==> config.mk <==
export PLATFORM = sky130hd
export DESIGN_NAME = video_rx_top
export DESIGN_NICKNAME = d
export VERILOG_FILES = /design/src/design/rx_pkg.sv /design/src/design/rx_cfg_regs.sv /design/src/design/line_tracker.sv /design/src/design/window_gate.sv /design/src/design/pingpong_addr.sv /design/src/design/video_rx_top.sv
export SDC_FILE = /design/constraint.sdc
export NUM_CORES = 1
export LEC_CHECK = 0
export ABC_AREA = 0
export BUFFER_PORTS_ARGS = -buffer_cell sky130_fd_sc_hd__buf_4
export CAP_MARGIN = 5
export CORE_MARGIN = 2
export CORE_UTILIZATION = 46
export DETAILED_ROUTE_END_ITERATION = 8
export PLACE_DENSITY = 0.63
export RECOVER_POWER = 100
export REMOVE_ABC_BUFFERS = 1
export SLEW_MARGIN = 10
export SYNTH_ARGS = -nofsm -noshare
export SYNTH_HDL_FRONTEND = slang
export SYNTH_SLANG_ARGS = --single-unit
export TNS_END_PERCENT = 30
==> constraint.sdc <==
create_clock -name ch_clk -period 5.9 [get_ports ch_clk]
set_clock_uncertainty 0.1 [all_clocks]
set_input_delay 0.59 -clock ch_clk [delete_from_list [all_inputs] [get_ports ch_clk]]
set_output_delay 0.59 -clock ch_clk [all_outputs]
set_load 0.1 [all_outputs]
==> src/design/rx_pkg.sv <==
// shared widths, register map and line FSM states for the capture front end
// referenced by scoped name from every RTL block

package rx_pkg;

    // ==================================================
    // coordinate and buffer widths
    // ==================================================
    localparam int COORD_W    = 10;   // row / column / width counters
    localparam int BUF_ADDR_W = 10;   // one line-buffer bank

    typedef logic [COORD_W-1:0]    coord_t;
    typedef logic [BUF_ADDR_W-1:0] buf_addr_t;

    // ==================================================
    // wishbone register map
    // ==================================================
    localparam int WB_ADR_W = 3;      // word address
    localparam int WB_DAT_W = 16;     // wide enough for any bound

    typedef logic [WB_ADR_W-1:0] wb_adr_t;
    typedef logic [WB_DAT_W-1:0] wb_data_t;

    localparam wb_adr_t REG_ROW_START = 3'd0;  // first window row
    localparam wb_adr_t REG_ROW_END   = 3'd1;  // last window row
    localparam wb_adr_t REG_COL_START = 3'd2;  // first window column
    localparam wb_adr_t REG_COL_END   = 3'd3;  // last window column, clamped
    localparam wb_adr_t REG_REVERSE   = 3'd4;  // bit 0 only

    // ==================================================
    // line tracking states, one-hot
    // ==================================================
    typedef enum logic [2:0] {
        IDLE = 3'b001,   // waiting for a frame
        REC  = 3'b010,   // inside an active line
        NXT  = 3'b100    // between lines of a frame
    } line_state_t;

endpackage

==> src/design/rx_cfg_regs.sv <==
// capture window configuration, reached over a Wishbone classic slave
// one-cycle ack, re-armed only after stb has been seen low

module rx_cfg_regs #(
    parameter int LINE_DEPTH = 640
) (
    input  logic             ch_clk,
    input  logic             reset,
    input  logic             wb_cyc,
    input  logic             wb_stb,
    input  logic             wb_we,
    input  rx_pkg::wb_adr_t  wb_adr,
    input  rx_pkg::wb_data_t wb_dat_i,
    output rx_pkg::wb_data_t wb_dat_o,
    output logic             wb_ack,
    output rx_pkg::coord_t   row_start,
    output rx_pkg::coord_t   row_end,
    output rx_pkg::coord_t   col_start,
    output rx_pkg::coord_t   col_end,
    output logic             reverse
);

    // last column that still fits in one bank
    localparam rx_pkg::wb_data_t DEPTH_LIMIT = rx_pkg::wb_data_t'(LINE_DEPTH - 1);

    logic             ack_armed;   // cleared by an ack, set again when stb drops
    logic             access;
    rx_pkg::wb_data_t rd_data;

    assign access = wb_cyc && wb_stb && ack_armed;

    // read mux, unmapped offsets give zero
    always_comb begin
        rd_data = '0;
        case (wb_adr)
            rx_pkg::REG_ROW_START: rd_data = rx_pkg::wb_data_t'(row_start);
            rx_pkg::REG_ROW_END:   rd_data = rx_pkg::wb_data_t'(row_end);
            rx_pkg::REG_COL_START: rd_data = rx_pkg::wb_data_t'(col_start);
            rx_pkg::REG_COL_END:   rd_data = rx_pkg::wb_data_t'(col_end);
            rx_pkg::REG_REVERSE:   rd_data = rx_pkg::wb_data_t'(reverse);
            default:               rd_data = '0;
        endcase
    end

    // ==================================================
    // handshake and register writes
    // ==================================================
    always_ff @(posedge ch_clk) begin
        if (reset) begin
            wb_ack    <= 1'b0;
            ack_armed <= 1'b1;
            row_start <= '0;
            row_end   <= '0;
            col_start <= '0;
            col_end   <= '0;
            reverse   <= 1'b0;
        end else begin
            wb_ack <= access;
            if (access) begin
                ack_armed <= 1'b0;
            end else if (!wb_stb) begin
                ack_armed <= 1'b1;   // master let go, next cycle may start
            end
            if (access && wb_we) begin
                case (wb_adr)
                    rx_pkg::REG_ROW_START: row_start <= rx_pkg::coord_t'(wb_dat_i);
                    rx_pkg::REG_ROW_END:   row_end   <= rx_pkg::coord_t'(wb_dat_i);
                    rx_pkg::REG_COL_START: col_start <= rx_pkg::coord_t'(wb_dat_i);
                    rx_pkg::REG_COL_END: begin
                        // window must never run past the end of a bank
                        col_end <= (wb_dat_i > DEPTH_LIMIT) ?
                                   rx_pkg::coord_t'(DEPTH_LIMIT) :
                                   rx_pkg::coord_t'(wb_dat_i);
                    end
                    rx_pkg::REG_REVERSE:   reverse   <= wb_dat_i[0];
                    default: ;                           // ignored, still acked
                endcase
            end
        end
    end

    // read data lands together with ack
    always_ff @(posedge ch_clk) begin
        if (access) begin
            wb_dat_o <= rd_data;
        end
    end

    a_single_ack: assert property (@(posedge ch_clk) disable iff (reset)
        wb_ack |=> !wb_ack)
        else $error("wb_ack held high for two cycles");

endmodule

==> src/design/line_tracker.sv <==
// follows active_video / vblank on accepted cycles (ce high)
// gives each pixel its column and row one accepted cycle later, and measures line width

module line_tracker (
    input  logic                ch_clk,
    input  logic                reset,
    input  logic                ce,
    input  logic                active_video,
    input  logic                vblank,
    output logic                pix_valid,
    output rx_pkg::coord_t      col,
    output rx_pkg::coord_t      row,
    output rx_pkg::line_state_t line_state,
    output logic                line_end,
    output logic                frame_end,
    output rx_pkg::coord_t      line_width
);

    logic                active_d;     // last accepted sample of active_video
    rx_pkg::line_state_t next_state;

    // ==================================================
    // input events
    // ==================================================
    // falling edge of active_video, seen on an accepted cycle
    assign line_end = ce && active_d && !active_video;

    // vblank outside of a line closes the frame
    assign frame_end = ce && vblank && !active_video && (line_state != rx_pkg::REC);

    always_ff @(posedge ch_clk) begin
        if (reset) begin
            active_d <= 1'b0;
        end else if (ce) begin
            active_d <= active_video;
        end
    end

    // ==================================================
    // line state machine
    // ==================================================
    always_comb begin
        next_state = line_state;
        case (line_state)
            rx_pkg::IDLE: begin
                if (active_video) begin
                    next_state = rx_pkg::REC;   // first line of a frame
                end
            end
            rx_pkg::REC: begin
                if (!active_video) begin
                    next_state = rx_pkg::NXT;
                end
            end
            rx_pkg::NXT: begin
                if (active_video) begin
                    next_state = rx_pkg::REC;
                end else if (vblank) begin
                    next_state = rx_pkg::IDLE;  // frame done
                end
            end
            default: next_state = rx_pkg::IDLE;
        endcase
    end

    always_ff @(posedge ch_clk) begin
        if (reset) begin
            line_state <= rx_pkg::IDLE;
        end else if (ce) begin
            line_state <= next_state;
        end
    end

    // ==================================================
    // pixel coordinates and width
    // ==================================================
    always_ff @(posedge ch_clk) begin
        if (reset) begin
            pix_valid  <= 1'b0;
            col        <= '0;
            row        <= '0;
            line_width <= '0;
        end else if (ce) begin
            pix_valid <= active_video;
            if (active_video) begin
                col <= active_d ? col + 1'b1 : '0;   // restart on a new line
            end
            // col still holds the last pixel of the line here
            if (line_end) begin
                row        <= row + 1'b1;
                line_width <= col + 1'b1;
            end else if (frame_end) begin
                row <= '0;
            end
        end
    end

    // row only moves on the edge that leaves a line
    a_row_steady: assert property (@(posedge ch_clk) disable iff (reset)
        (line_state == rx_pkg::REC) |=> (line_state != rx_pkg::REC || $stable(row)))
        else $error("row changed inside an active line");

endmodule

==> src/design/window_gate.sv <==
// capture window test for each pixel, one accepted cycle after line_tracker
// also flags finished window rows and the first window pixel of a frame

module window_gate (
    input  logic                ch_clk,
    input  logic                reset,
    input  logic                ce,
    input  logic                pix_valid,
    input  rx_pkg::coord_t      col,
    input  rx_pkg::coord_t      row,
    input  rx_pkg::line_state_t line_state,
    input  logic                line_end,
    input  rx_pkg::coord_t      row_start,
    input  rx_pkg::coord_t      row_end,
    input  rx_pkg::coord_t      col_start,
    input  rx_pkg::coord_t      col_end,
    output logic                in_win,
    output logic                win_row_done,
    output logic                frame_start
);

    logic row_hit;
    logic col_hit;
    logic pix_hit;
    logic fs_armed;   // one frame_start allowed per frame
    logic fs_q;

    assign row_hit = (row >= row_start) && (row <= row_end);
    assign col_hit = (col >= col_start) && (col <= col_end);
    assign pix_hit = pix_valid && row_hit && col_hit;

    always_ff @(posedge ch_clk) begin
        if (reset) begin
            in_win       <= 1'b0;
            win_row_done <= 1'b0;
            fs_armed     <= 1'b1;
            fs_q         <= 1'b0;
        end else if (ce) begin
            in_win       <= pix_hit;
            win_row_done <= line_end && row_hit;   // row not yet advanced
            if (pix_hit && fs_armed) begin
                fs_q     <= 1'b1;
                fs_armed <= 1'b0;
            end else begin
                fs_q <= 1'b0;
                if (line_state == rx_pkg::IDLE) begin
                    fs_armed <= 1'b1;               // between frames
                end
            end
        end
    end

    // one strobe per frame even across ce holes
    assign frame_start = fs_q && ce;

endmodule

==> src/design/pingpong_addr.sv <==
// write side of the ping-pong line buffers
// bank select plus a forward or reverse address pointer, stepped per window pixel

module pingpong_addr #(
    parameter int LINE_DEPTH = 640
) (
    input  logic              ch_clk,
    input  logic              reset,
    input  logic              ce,
    input  logic              in_win,
    input  logic              win_row_done,
    input  logic              frame_end,
    input  rx_pkg::coord_t    col_start,
    input  rx_pkg::coord_t    col_end,
    input  logic              reverse,
    output logic              wr_en,
    output logic              wr_bank,
    output rx_pkg::buf_addr_t wr_addr
);

    rx_pkg::buf_addr_t start_addr;

    // reverse lines fill from the far end of the window down to 0
    assign start_addr = reverse ? rx_pkg::buf_addr_t'(col_end - col_start) : '0;

    // one write per accepted pixel
    assign wr_en = in_win && ce;

    // ==================================================
    // bank select
    // ==================================================
    always_ff @(posedge ch_clk) begin
        if (reset) begin
            wr_bank <= 1'b1;
        end else if (ce) begin
            if (frame_end) begin
                wr_bank <= 1'b1;          // every frame starts in bank 1
            end else if (win_row_done) begin
                wr_bank <= ~wr_bank;      // after the row's last write
            end
        end
    end

    // ==================================================
    // address pointer
    // ==================================================
    // wr_addr always holds the address of the pixel now on in_win.
    // Outside the window it sits on the start address of the next line
    always_ff @(posedge ch_clk) begin
        if (reset) begin
            wr_addr <= '0;
        end else if (ce) begin
            if (!in_win) begin
                wr_addr <= start_addr;
            end else if (reverse) begin
                wr_addr <= wr_addr - 1'b1;
            end else begin
                wr_addr <= wr_addr + 1'b1;
            end
        end
    end

    // col_end clamp in the register block keeps every write inside a bank
    a_addr_in_bank: assert property (@(posedge ch_clk) disable iff (reset)
        wr_en |-> (int'(wr_addr) < LINE_DEPTH))
        else $error("write address %0d beyond bank depth", wr_addr);

endmodule

==> src/design/video_rx_top.sv <==
// receive-side timing front end of one video capture channel
// Wishbone configured window, ping-pong line-buffer write strobes and addresses out

module video_rx_top #(
    parameter int LINE_DEPTH = 640
) (
    input  logic              ch_clk,
    input  logic              reset,
    // wishbone slave
    input  logic              wb_cyc,
    input  logic              wb_stb,
    input  logic              wb_we,
    input  rx_pkg::wb_adr_t   wb_adr,
    input  rx_pkg::wb_data_t  wb_dat_i,
    output rx_pkg::wb_data_t  wb_dat_o,
    output logic              wb_ack,
    // video in
    input  logic              ce,
    input  logic              active_video,
    input  logic              vblank,
    // line buffer write side
    output logic              wr_en,
    output logic              wr_bank,
    output rx_pkg::buf_addr_t wr_addr,
    output logic              frame_start,
    output rx_pkg::coord_t    line_width
);

    // ==================================================
    // internal wiring
    // ==================================================
    rx_pkg::coord_t      row_start;
    rx_pkg::coord_t      row_end;
    rx_pkg::coord_t      col_start;
    rx_pkg::coord_t      col_end;
    logic                reverse;

    logic                pix_valid;
    rx_pkg::coord_t      col;
    rx_pkg::coord_t      row;
    rx_pkg::line_state_t line_state;
    logic                line_end;
    logic                frame_end;

    logic                in_win;
    logic                win_row_done;

    rx_cfg_regs #(.LINE_DEPTH(LINE_DEPTH)) u_cfg (
        .ch_clk(ch_clk), .reset(reset),
        .wb_cyc(wb_cyc), .wb_stb(wb_stb), .wb_we(wb_we), .wb_adr(wb_adr),
        .wb_dat_i(wb_dat_i), .wb_dat_o(wb_dat_o), .wb_ack(wb_ack),
        .row_start(row_start), .row_end(row_end),
        .col_start(col_start), .col_end(col_end), .reverse(reverse)
    );

    line_tracker u_track (
        .ch_clk(ch_clk), .reset(reset), .ce(ce),
        .active_video(active_video), .vblank(vblank),
        .pix_valid(pix_valid), .col(col), .row(row), .line_state(line_state),
        .line_end(line_end), .frame_end(frame_end), .line_width(line_width)
    );

    window_gate u_win (
        .ch_clk(ch_clk), .reset(reset), .ce(ce),
        .pix_valid(pix_valid), .col(col), .row(row),
        .line_state(line_state), .line_end(line_end),
        .row_start(row_start), .row_end(row_end),
        .col_start(col_start), .col_end(col_end),
        .in_win(in_win), .win_row_done(win_row_done), .frame_start(frame_start)
    );

    pingpong_addr #(.LINE_DEPTH(LINE_DEPTH)) u_wr (
        .ch_clk(ch_clk), .reset(reset), .ce(ce),
        .in_win(in_win), .win_row_done(win_row_done), .frame_end(frame_end),
        .col_start(col_start), .col_end(col_end), .reverse(reverse),
        .wr_en(wr_en), .wr_bank(wr_bank), .wr_addr(wr_addr)
    );

endmodule

==> impl_metrics.ini, run 1 <==
[grt]
antenna_found_initial = 0
grt_pass1_wl_um = 24600
grt_use_total = 0.215
grt_pass1_vias = 5005
grt_start_max_net_pins = 72
gr-total-overflow = 0

[finish]
multi_input_area_um2 = 3650
layout.cells.non_filler = 923
nNetsFinal = 830
final-seq-area_um2 = 2140
fillers = 1282
syn2layout_area_growth_pct = 11.3
diodes = 0
drive_gt1_frac = 0.0750

[power_and_ir_drop]
intPower_uw = 1130
cellLeakagePower_uw = 0.00267
p_per_area_nw_per_um2 = 226
p_comb_frac = 0.121
pwr-share-seq = 0.464
p_clk_frac = 0.415
peakVddDrop_v = 0.000114
p_sw_frac = 0.272
switchingPower_uw = 424
power.total_uw = 1560

[floorplanning]
fp.dieW_um = 120
die_area_um2 = 14400
initial_core_util = 0.469
die_h_um = 120
num_rows = 42
core_um2 = 13200
io_pins = 67

[synthesis]
yosys.area_share.adder = 0.126
netlist_instances = 699
seq_area_frac_synth = 0.346
synth-edff-count = 10
synth_top_family_by_area = simple AND/OR/NAND/NOR gates
synth_compound_area_frac = 0.170
synthDistinctLibCells = 65
synth-main-ff-cell = dfxtp_1
mappedNetlistArea_um2 = 6190
yosys.area_share.simple = 0.170
synth_xor_xnor_area_share = 0.0410
muxShareOfSynthArea = 0.0816
syn_avg_cell_area_um2 = 8.86
synthArstFlopShare = 0
synth_warnings = 0
synth-seq-cells = 102

[cts]
clk_latency_ns = 0.35
clk_pin_slew_worst_paths_ns = 0.07
cts_tree = built
numClockSinks = 102
hold_buffers = 0
clockBufferDepth = 2
htreeDepth = 3
ctsResizeCount = 0
cts_root_buf = clkbuf_16
cts_buffers = 9
post_cts_buffers = 0

[status]
failed_checks = max-capacitance violations, max-slew violations
outcome = finished, violations left

[place]
gp_congestion = 0.866
dp.cells = 907
hpwl_um = 11500
io_buffer_count = 60
place_ws_ns = 3.23

[critical_path]
critPathMaxFanout = 71
crit_top_cell = o21ai_0
crit_path_start_kind = input port
cp_slowest_cell = clkbuf_1
required_ns = 6.02
cp.buffers_inverters = 2
critPathKind = input port to flop
cp_data_arrival_time_ns = 3.54
crit_family = buffers and inverters
crit_chain = clkbuf_4 -> clkbuf_1 -> nor4_1 -> o21ai_0 -> a211o_1 -> o21ai_0
end_kind = flop
crit_path_max_incr_delay_ns = 2.16

[sta]
fin_crit_sh = 0.580
worst_pin_slew_ns = 3.09
final-setup-viol-count = 0
clock.fmax_mhz = 292
period_minus_slack_ns = 3.42
hold_viol = 0
tns_ns = 0
setup_slack_ns = 2.48
grt_setup_unrepaired = false
drv_slew = 72
max_slew_margin = -1.06

[flow_run]
drv_cap = 1

[detailed_routing]
totalWireLength_um = 15100
drc = 0
dr.pass1.iters = 5
drt-vias-per-instance = 5.58
via_count = 5146
ant_nets = 0
wl_per_cell_um = 16.3
drt-initial-drc-count = 301

[worst_hold_path]
holdCritPathClass = input port to flop
worst paths after layout:
kind	cells after the start	start	slack (ns)	end
setup / recovery	6	reset	2.48	u_win.fs_q$_SDFFE_PP0P_
setup reg to reg	7	u_cfg.reverse$_SDFFE_PP0P_	3.29	u_wr.wr_addr[8]$_SDFFE_PP0P_
hold reg to reg	2	u_win.win_row_done$_SDFFE_PP0P_	0.37	u_win.win_row_done$_SDFFE_PP0P_
hold / removal	2	wb_cyc	0.36	u_cfg.ack_armed$_SDFFE_PP1P_
synthesized netlist by cell type (10+ instances only):
| library cell | number | area, um2 |
|---|---|---|
| nor3_1 | 14 | 70.1 |
| xor2_1 | 14 | 123 |
| nor2_1 | 83 | 312 |
| xnor2_1 | 15 | 131 |
| mux2i_1 | 28 | 280 |
| a21oi_1 | 31 | 155 |
| a211oi_1 | 20 | 150 |
| nand2_1 | 42 | 158 |
| nand3_1 | 21 | 105 |
| nor2b_1 | 14 | 87.6 |
| inv_1 | 59 | 221 |
| edfxtp_1 | 10 | 300 |
| ha_1 | 59 | 738 |
| a21o_1 | 12 | 90.1 |
| clkbuf_1 | 16 | 60.1 |
| buf_4 | 10 | 75.1 |
| o21ai_1 | 13 | 65.1 |
| o21ai_0 | 19 | 95.1 |
| dfxtp_1 | 92 | 1840 |
logic make-up (layout without fill, tap and decap cells):
kind of cell | after synthesis | count (layout)
adders and majority gates | 61 | 61
xor gates and xnor gates | 29 | 29
AOI/OAI and AO/OA | 154 | 154
and+or+nand+nor | 218 | 218
buffers and inverters | 95 | 138
DFF | 102 | 102
muxes | 39 | 39
other | 1 | 6
routing by layer:
| metal | GRT usage | part of all wire | up-vias |
|---|---|---|---|
| li1 | - | - | 2569 |
| met1 | 0.292 | 0.47 | 2426 |
| met2 | 0.340 | 0.46 | 128 |
| met3 | 0.0413 | 0.049 | 23 |
| met4 | 0.0757 | 0.023 | 0 |
| met5 | 0 | 0 | - |
power groups by stage:
| stage | Clock, uW | Sequential (uW) | Combinational (uW) |
|---|---|---|---|
| 5_1_grt | 686 | 724 | 202 |
| 3_5_place_dp | 0 | 739 | 197 |
| 3_3_place_gp | 0 | 738 | 195 |
| 6_report | 647 | 723 | 188 |
| 4_1_cts | 660 | 723 | 198 |
| 2_1_floorplan | 0 | 791 | 78.2 |
final cells by class:
cell class,instances,area share
Clock buffer,10,0.0332
Multi-Input combinational cell,507,0.530
Timing Repair Buffer,62,0.0474
Inverter,60,0.0327
Sequential cell,102,0.311
Clock inverter,6,0.0136
Tap cell,176,0.0320
state kept, by name, summed over array words and instances, names as in the netlist:
| signal | cells |
|---|---|
| u_win.fs_q | 1 |
| u_cfg.wb_dat_o | 10 |
| u_track.row | 10 |
| u_win.fs_armed | 1 |
| u_cfg.reverse | 1 |
| u_cfg.col_start | 10 |
| u_win.in_win | 1 |
| u_win.win_row_done | 1 |
| u_track.pix_valid | 1 |
| u_wr.wr_bank | 1 |
| u_track.col | 10 |
| u_cfg.wb_ack | 1 |
| u_wr.wr_addr | 10 |
| u_cfg.row_end | 10 |
| u_cfg.ack_armed | 1 |
| u_track.line_width | 10 |
| u_cfg.row_start | 10 |
| u_cfg.col_end | 10 |
| u_track.line_state | 3 |
layout by cell type, fill, tap and decap left out, types with 7 or more instances in the layout:
cell type,netlist,routed
a211oi_1,20,20
a21o_1,12,12
a21oi_1,31,31
a31oi_1,9,9
buf_4,10,24
clkbuf_1,16,38
clkbuf_16,0,9
dfxtp_1,92,92
edfxtp_1,10,10
ha_1,59,59
inv_1,59,59
mux2i_1,28,28
mux4_2,9,9
nand2_1,42,42
nand3_1,21,21
nand4_1,7,8
nor2_1,83,83
nor2b_1,14,14
nor3_1,14,14
o21a_1,7,7
o21ai_0,19,24
o21ai_1,13,8
o221a_1,7,7
xnor2_1,15,15
xor2_1,14,14
metrics by stage:
| stage | hold WS, ns | area, um2 | util |
|---|---|---|---|
| floorplan | 0.322 | 6030 | - |
| global placement | 0.342 | 6720 | 0.510 |
| detailed placement | 0.356 | 6720 | 0.510 |
| CTS | 0.357 | 7050 | 0.534 |
| global route | 0.371 | 6890 | 0.522 |
| finish | 0.361 | 6890 | 0.522 |
Note: power is estimated with default switching activity, not from simulation.
==> inputs of run 2 (changes only) <==
ABC_AREA = 1   (was 0)
clock period = 3.2 ns   (was 5.9 ns; I/O delays follow)
==> run 2 against run 1 <==
- the flow still finishes with violations (max-capacitance violations, max-slew violations)
- worst setup slack lost 1.8 ns
- cell count grew 22%
- die area grew 2.4%
- routed wire length grew 11%
- total power grew 87%
- global-route usage grew 2.3 points
- critical endpoint is now u_cfg.col_end[6]$_SDFFE_PP0P_
- largest power group unchanged
==> impl_metrics.ini, run 2 <==
[synthesis]
yosys.area_share.adder = 0.123
synth_top_family_by_area = simple AND/OR/NAND/NOR gates
synth_xor_xnor_area_share = 0.0152
netlist_instances = 894
synthArstFlopShare = 0
mappedNetlistArea_um2 = 6350
synthDistinctLibCells = 42
synth.area.top_cells = dfxtp_1 29%, ha_1 12%, nand2_1 11%, inv_1 8.1%, a21oi_1 6.5%
synth-seq-cells = 102
muxShareOfSynthArea = 0
synth-main-ff-cell = dfxtp_1
syn_avg_cell_area_um2 = 7.10
yosys.area.top_type_share = 0.290
synth_top_area_cell = dfxtp_1
synth_compound_area_frac = 0.166
synth_common_cells = 187 x nand2_1, 137 x inv_1, 92 x dfxtp_1
yosys.area_share.simple = 0.249
seq_area_frac_synth = 0.338
synth_warnings = 0
synth-edff-count = 10
synth_most_common_cell = nand2_1

[sta]
fin_crit_sh = 0.798
period_minus_slack_ns = 2.55
hold_viol = 0
drv_slew = 41
worst_pin_slew_ns = 1.63
max_slew_margin = -0.0841
final-setup-viol-count = 0
hold-worst-slack_ns = 0.0651
grt_setup_unrepaired = false
clock.fmax_mhz = 391
setup_slack_ns = 0.645
tns_ns = 0

[detailed_routing]
ant_nets = 0
drc = 0
via_count = 5779
drt-initial-drc-count = 394
dr.pass1.iters = 5
totalWireLength_um = 16700
drt-vias-per-instance = 5.12
wl_per_cell_um = 14.8

[place]
place_ws_ns = 0.960
gp_congestion = 0.861
dp.cells = 1112
io_buffer_count = 60
hpwl_um = 12600

[cts]
ctsResizeCount = 0
clk_pin_slew_worst_paths_ns = 0.07
hold_buffers = 0
post_cts_buffers = 0
clockBufferDepth = 2
htreeDepth = 3
cts_buffers = 9
numClockSinks = 102
clk_latency_ns = 0.36
cts_tree = built
cts_root_buf = clkbuf_16

[power_and_ir_drop]
p_per_area_nw_per_um2 = 413
peakVddDrop_v = 0.000312
cellLeakagePower_uw = 0.00316

[finish]
nNetsFinal = 1035
multi_input_area_um2 = 3480
drive_gt1_frac = 0.0630
fin_util = 0.527
layout.cells.non_filler = 1128
final_cell_mix = 193 x nand2_1, 138 x inv_1, 92 x dfxtp_1, 82 x a21oi_1, 71 x o21ai_0
diodes = 0
fillers = 1384
final-seq-area_um2 = 2140
final_common_cell = nand2_1
syn2layout_area_growth_pct = 10.8

[floorplanning]
num_rows = 42
io_pins = 67
die_h_um = 121
die_area_um2 = 14800
initial_core_util = 0.475
fp.dieW_um = 121
core_um2 = 13300

[grt]
antenna_found_initial = 0
grt_use_total = 0.237
grt_pass1_vias = 5197
grt_pass1_wl_um = 27000
grt_start_max_net_pins = 57
gr-total-overflow = 0

[critical_path]
crit_chain = clkbuf_1 -> clkinv_1 -> nor3_1 -> inv_4 -> nor2_2 -> o21ai_0 -> a31oi_1
critPathKind = input port to flop
crit_path_max_incr_delay_ns = 1.20
cp_slowest_cell = nor3_1
r2r_setup_slack_ns = 0.99
crit_path_start_kind = input port
cp_data_arrival_time_ns = 2.75
required_ns = 3.39
end_kind = flop
critPathMaxFanout = 19

[status]
failed_checks = max-capacitance violations, max-slew violations
outcome = finished, violations left

[flow_run]
drv_cap = 2

[worst_hold_path]
holdCritPathClass = input port to flop
==> run 2: cell types whose count changed after synthesis, sizes merged, moves of 8 or more <==
| cell | before | now |
|---|---|---|
| inv | 60 | 141 |
| mux4 | 9 | 0 |
| a211oi | 20 | 1 |
| mux2i | 28 | 0 |
| buf | 19 | 11 |
| nand2 | 42 | 194 |
| a21oi | 31 | 83 |
| xnor2 | 15 | 3 |
| nor2b | 14 | 0 |
| nand3 | 21 | 64 |
| a21o | 12 | 3 |
| nor2 | 83 | 67 |
| o21ai | 32 | 72 |
==> run 2: metal layers <==
metal | vias to the layer above | GRT usage | routed length (um) | share of wire
met5 | - | 0 | 0 | 0
met2 | 116 | 0.355 | 7190 | 0.43
met3 | 16 | 0.0385 | 593 | 0.036
met1 | 2599 | 0.347 | 8580 | 0.51
li1 | 3048 | - | - | -
met4 | 0 | 0.0776 | 312 | 0.019
==> run 2: metrics by stage <==
step | instance area, um2 | power (uW)
3_5_place_dp | 6910 | 1800
2_1_floorplan | 6200 | 1670
4_1_cts | 7220 | 2950
3_3_place_gp | 6910 | 1800
5_1_grt | 7030 | 3010
6_report | 7030 | 2910
==> run 2: cell families (layout without fill, tap and decap cells) <==
kind of cell / count (synthesis) / count (layout)
simple gates: 359 / 359
compound gates: 191 / 191
buf+inv: 169 / 222
flops: 102 / 102
fa+ha+maj: 61 / 61
xor+xnor: 11 / 11
other cells: 1 / 6
==> run 2: worst max-delay path, delay by kind of cell <==
kind	cells	cell delay (ns)
AOI/OAI and AO/OA	2	0.33
buffers and inverters	3	0.26
and+or+nand+nor	2	1.83
==> run 2: power by group <==
| part | leakage (uW) | switching (uW) | internal, uW |
|---|---|---|---|
| Combinational | 0.00217 | 315 | 93.2 |
| Sequential | 0.000842 | 23.7 | 1320 |
| Clock | 0.000147 | 524 | 633 |
| Total | 0.00316 | 863 | 2040 |
==> run 2: layout make-up <==
class / count / share of cell area
clock buffers: 10 / 0.0340
clock inverters: 6 / 0.00961
inverters: 141 / 0.0756
multi-input cells: 628 / 0.495
flip-flops and latches: 102 / 0.305
well taps: 176 / 0.0313
repair buffers: 65 / 0.0502
==> run 2: final timing paths <==
| path | depth (start not counted) | to | startpoint |
|---|---|---|---|
| hold / removal | 2 | u_cfg.ack_armed$_SDFFE_PP1P_ | wb_stb |
| setup / recovery | 7 | u_cfg.col_end[6]$_SDFFE_PP0P_ | wb_adr[1] |
| hold reg to reg | 2 | u_win.fs_q$_SDFFE_PP0P_ | u_win.fs_q$_SDFFE_PP0P_ |
| setup reg to reg | 8 | u_cfg.row_end[5]$_SDFFE_PP0P_ | u_cfg.ack_armed$_SDFFE_PP1P_ |
==> inputs of run 3 (changes only) <==
ABC_AREA = 0   (was 1)
clock period = 2.59 ns   (was 3.2 ns; I/O delays follow)
==> run 3 against run 2 <==
- the run now ends clean
- combinational power increased by 8.1%
- sequential share of layout area increased by 0.25 points
- total power increased by 18%
- register-to-register slack got worse by 0.83 ns
- sequential power increased by 22%
- non-clock buffer count increased by 10
- via count decreased by 9.0%
- worst setup slack got worse by 0.49 ns
- routed wire length decreased by 4.8%
- hold slack got worse by 0.055 ns
- sequential cell count unchanged
- largest power group unchanged
==> impl_metrics.ini, run 3 (same netlist as run 1, synthesis figures left out) <==
[detailed_routing]
dr.pass1.iters = 4
totalWireLength_um = 15900
route.met3.wl_um = 875
met2WireLength_um = 7050
ant_nets = 0
wl_per_cell_um = 17.0
via_count = 5260
highest_layer = met4
drt-vias-per-instance = 5.62
wl_met1_um = 7450
drc = 0
drt-initial-drc-count = 322

[finish]
final_common_cell = dfxtp_1
final_cell_area_um2 = 6970
nNetsFinal = 843
fin_util = 0.529
layout.cells.non_filler = 936
final_cell_mix = 92 x dfxtp_1, 83 x nor2_1, 60 x inv_1, 59 x ha_1, 42 x nand2_1
diodes = 0
syn2layout_area_growth_pct = 12.7
drive_gt1_frac = 0.0908

[floorplanning]
fp.dieW_um = 120
io_pins = 67
core_um2 = 13200
die_h_um = 120
num_rows = 42
initial_core_util = 0.469
die_area_um2 = 14400

[critical_path]
cp_slowest_cell = fa_1
critPathMaxFanout = 4
cp_data_arrival_time_ns = 2.61
crit_path_start_kind = flop
crit_path_max_incr_delay_ns = 0.44
cp.buffers_inverters = 1
end_kind = flop
crit_family = compound AO/OA/AOI/OAI gates
cp_num_cells = 9
crit_chain = ha_1 -> inv_1 -> fa_1 -> a211oi_2 -> o21ai_1 -> a221oi_2 -> xnor2_1 -> nand2_1 -> a311oi_2
critPathKind = flop to flop
required_ns = 2.77
rr_worst_depth = 9

[sta]
fin_crit_sh = 0.939
drv_slew = 0
grt_setup_unrepaired = false
max_slew_margin = 0.211
worst_pin_slew_ns = 1.19
final-setup-viol-count = 0
hold_viol = 0
hold-worst-slack_ns = 0.00963
period_minus_slack_ns = 2.43
clock.fmax_mhz = 411
tns_ns = 0

[cts]
post_cts_buffers = 0
numClockSinks = 102
htreeDepth = 3
clk_latency_ns = 0.37
clockBufferDepth = 2
clk_pin_slew_worst_paths_ns = 0.08
cts_buffers = 9
cts_root_buf = clkbuf_16
cts_tree = built

[grt]
gr-total-overflow = 0
grt_use_total = 0.228
grt_start_max_net_pins = 41
antenna_found_initial = 0
grt_pass1_wl_um = 25900
grt_pass1_vias = 5072

[place]
gp_congestion = 0.919
dp.cells = 919
placed_area_um2 = 6810
io_buffer_count = 60
hpwl_um = 12100

[flow_run]
drv_cap = 0

[power_and_ir_drop]
switchingPower_uw = 1030
intPower_uw = 2410
cellLeakagePower_uw = 0.00274
p_comb_frac = 0.128
p_sw_frac = 0.300
p_per_area_nw_per_um2 = 493
peakVddDrop_v = 0.000390
pwr-share-seq = 0.478
p_clk_frac = 0.394

[worst_hold_path]
holdPathStages = 2
holdCritPathClass = input port to flop

[status]
outcome = complete, no violations
[run 3: changes by cell type in the layout (fill, tap and decap cells not counted), sizes merged, moves of 28 or more]
cell   before  now
nand2     194   42
inv       142   65
o21ai      72   32
a21oi      83   31
nand3      64   21
mux2i       0   28
[run 3: metal layers]
metal	track usage	vias to the layer above
li1	-	2601
met1	0.309	2493
met2	0.353	137
met3	0.0471	29
met4	0.0956	0
met5	0	-
[run 3: per-stage QoR]
stage                     setup WS, ns  power, uW
after floorplan                 -0.235       1980
after global placement           0.234       2130
after detailed placement         0.134       2140
after CTS                        0.123       3490
after global routing           0.00828       3560
final                            0.158       3440
[run 3: what timing repair did]
item	in CTS	in global routing
hold buffers	1	0
gates resized for setup	0	3
hold endpoints to repair	1	0
setup endpoints to repair	0	2
[run 3: final timing paths]
| path | to | slack (ns) | from |
|---|---|---|---|
| max | u_wr.wr_addr[8]$_SDFFE_PP0P_ | 0.16 | u_cfg.col_start[0]$_SDFFE_PP0P_ |
| min | u_cfg.ack_armed$_SDFFE_PP1P_ | 0.01 | wb_stb |
| max reg2reg | u_wr.wr_addr[8]$_SDFFE_PP0P_ | 0.16 | u_cfg.col_start[0]$_SDFFE_PP0P_ |
| min reg2reg | u_win.fs_q$_SDFFE_PP0P_ | 0.36 | u_win.fs_q$_SDFFE_PP0P_ |
[run 3: worst reg2reg max path: cells and delay by family (launching register included)]
family / cells / cell delay [ns]
buffers and inverters: 1 / 0.06
XOR/XNOR: 1 / 0.16
AND/OR/NAND/NOR: 1 / 0.08
AO/OA/AOI/OAI: 4 / 0.91
flip-flops: 1 / 0.39
adder cells (fa/ha/maj): 2 / 0.63
[run 3: area by class of cell]
type,count,area [um2]
Clock inverter,7,63.8
Tap cell,176,220
Timing Repair Buffer,75,424
Multi-Input combinational cell,507,3670
Inverter,60,225
Clock buffer,9,225
Fill cell,1266,6220
Sequential cell,102,2140
[run 3: power by group through the flow]
| stage | sequential, uW | clock [uW] | combinational, uW |
|---|---|---|---|
| 2_1_floorplan | 1800 | 0 | 178 |
| 3_3_place_gp | 1680 | 0 | 451 |
| 3_5_place_dp | 1680 | 0 | 456 |
| 4_1_cts | 1640 | 1390 | 458 |
| 5_1_grt | 1650 | 1440 | 472 |
| 6_report | 1640 | 1360 | 441 |
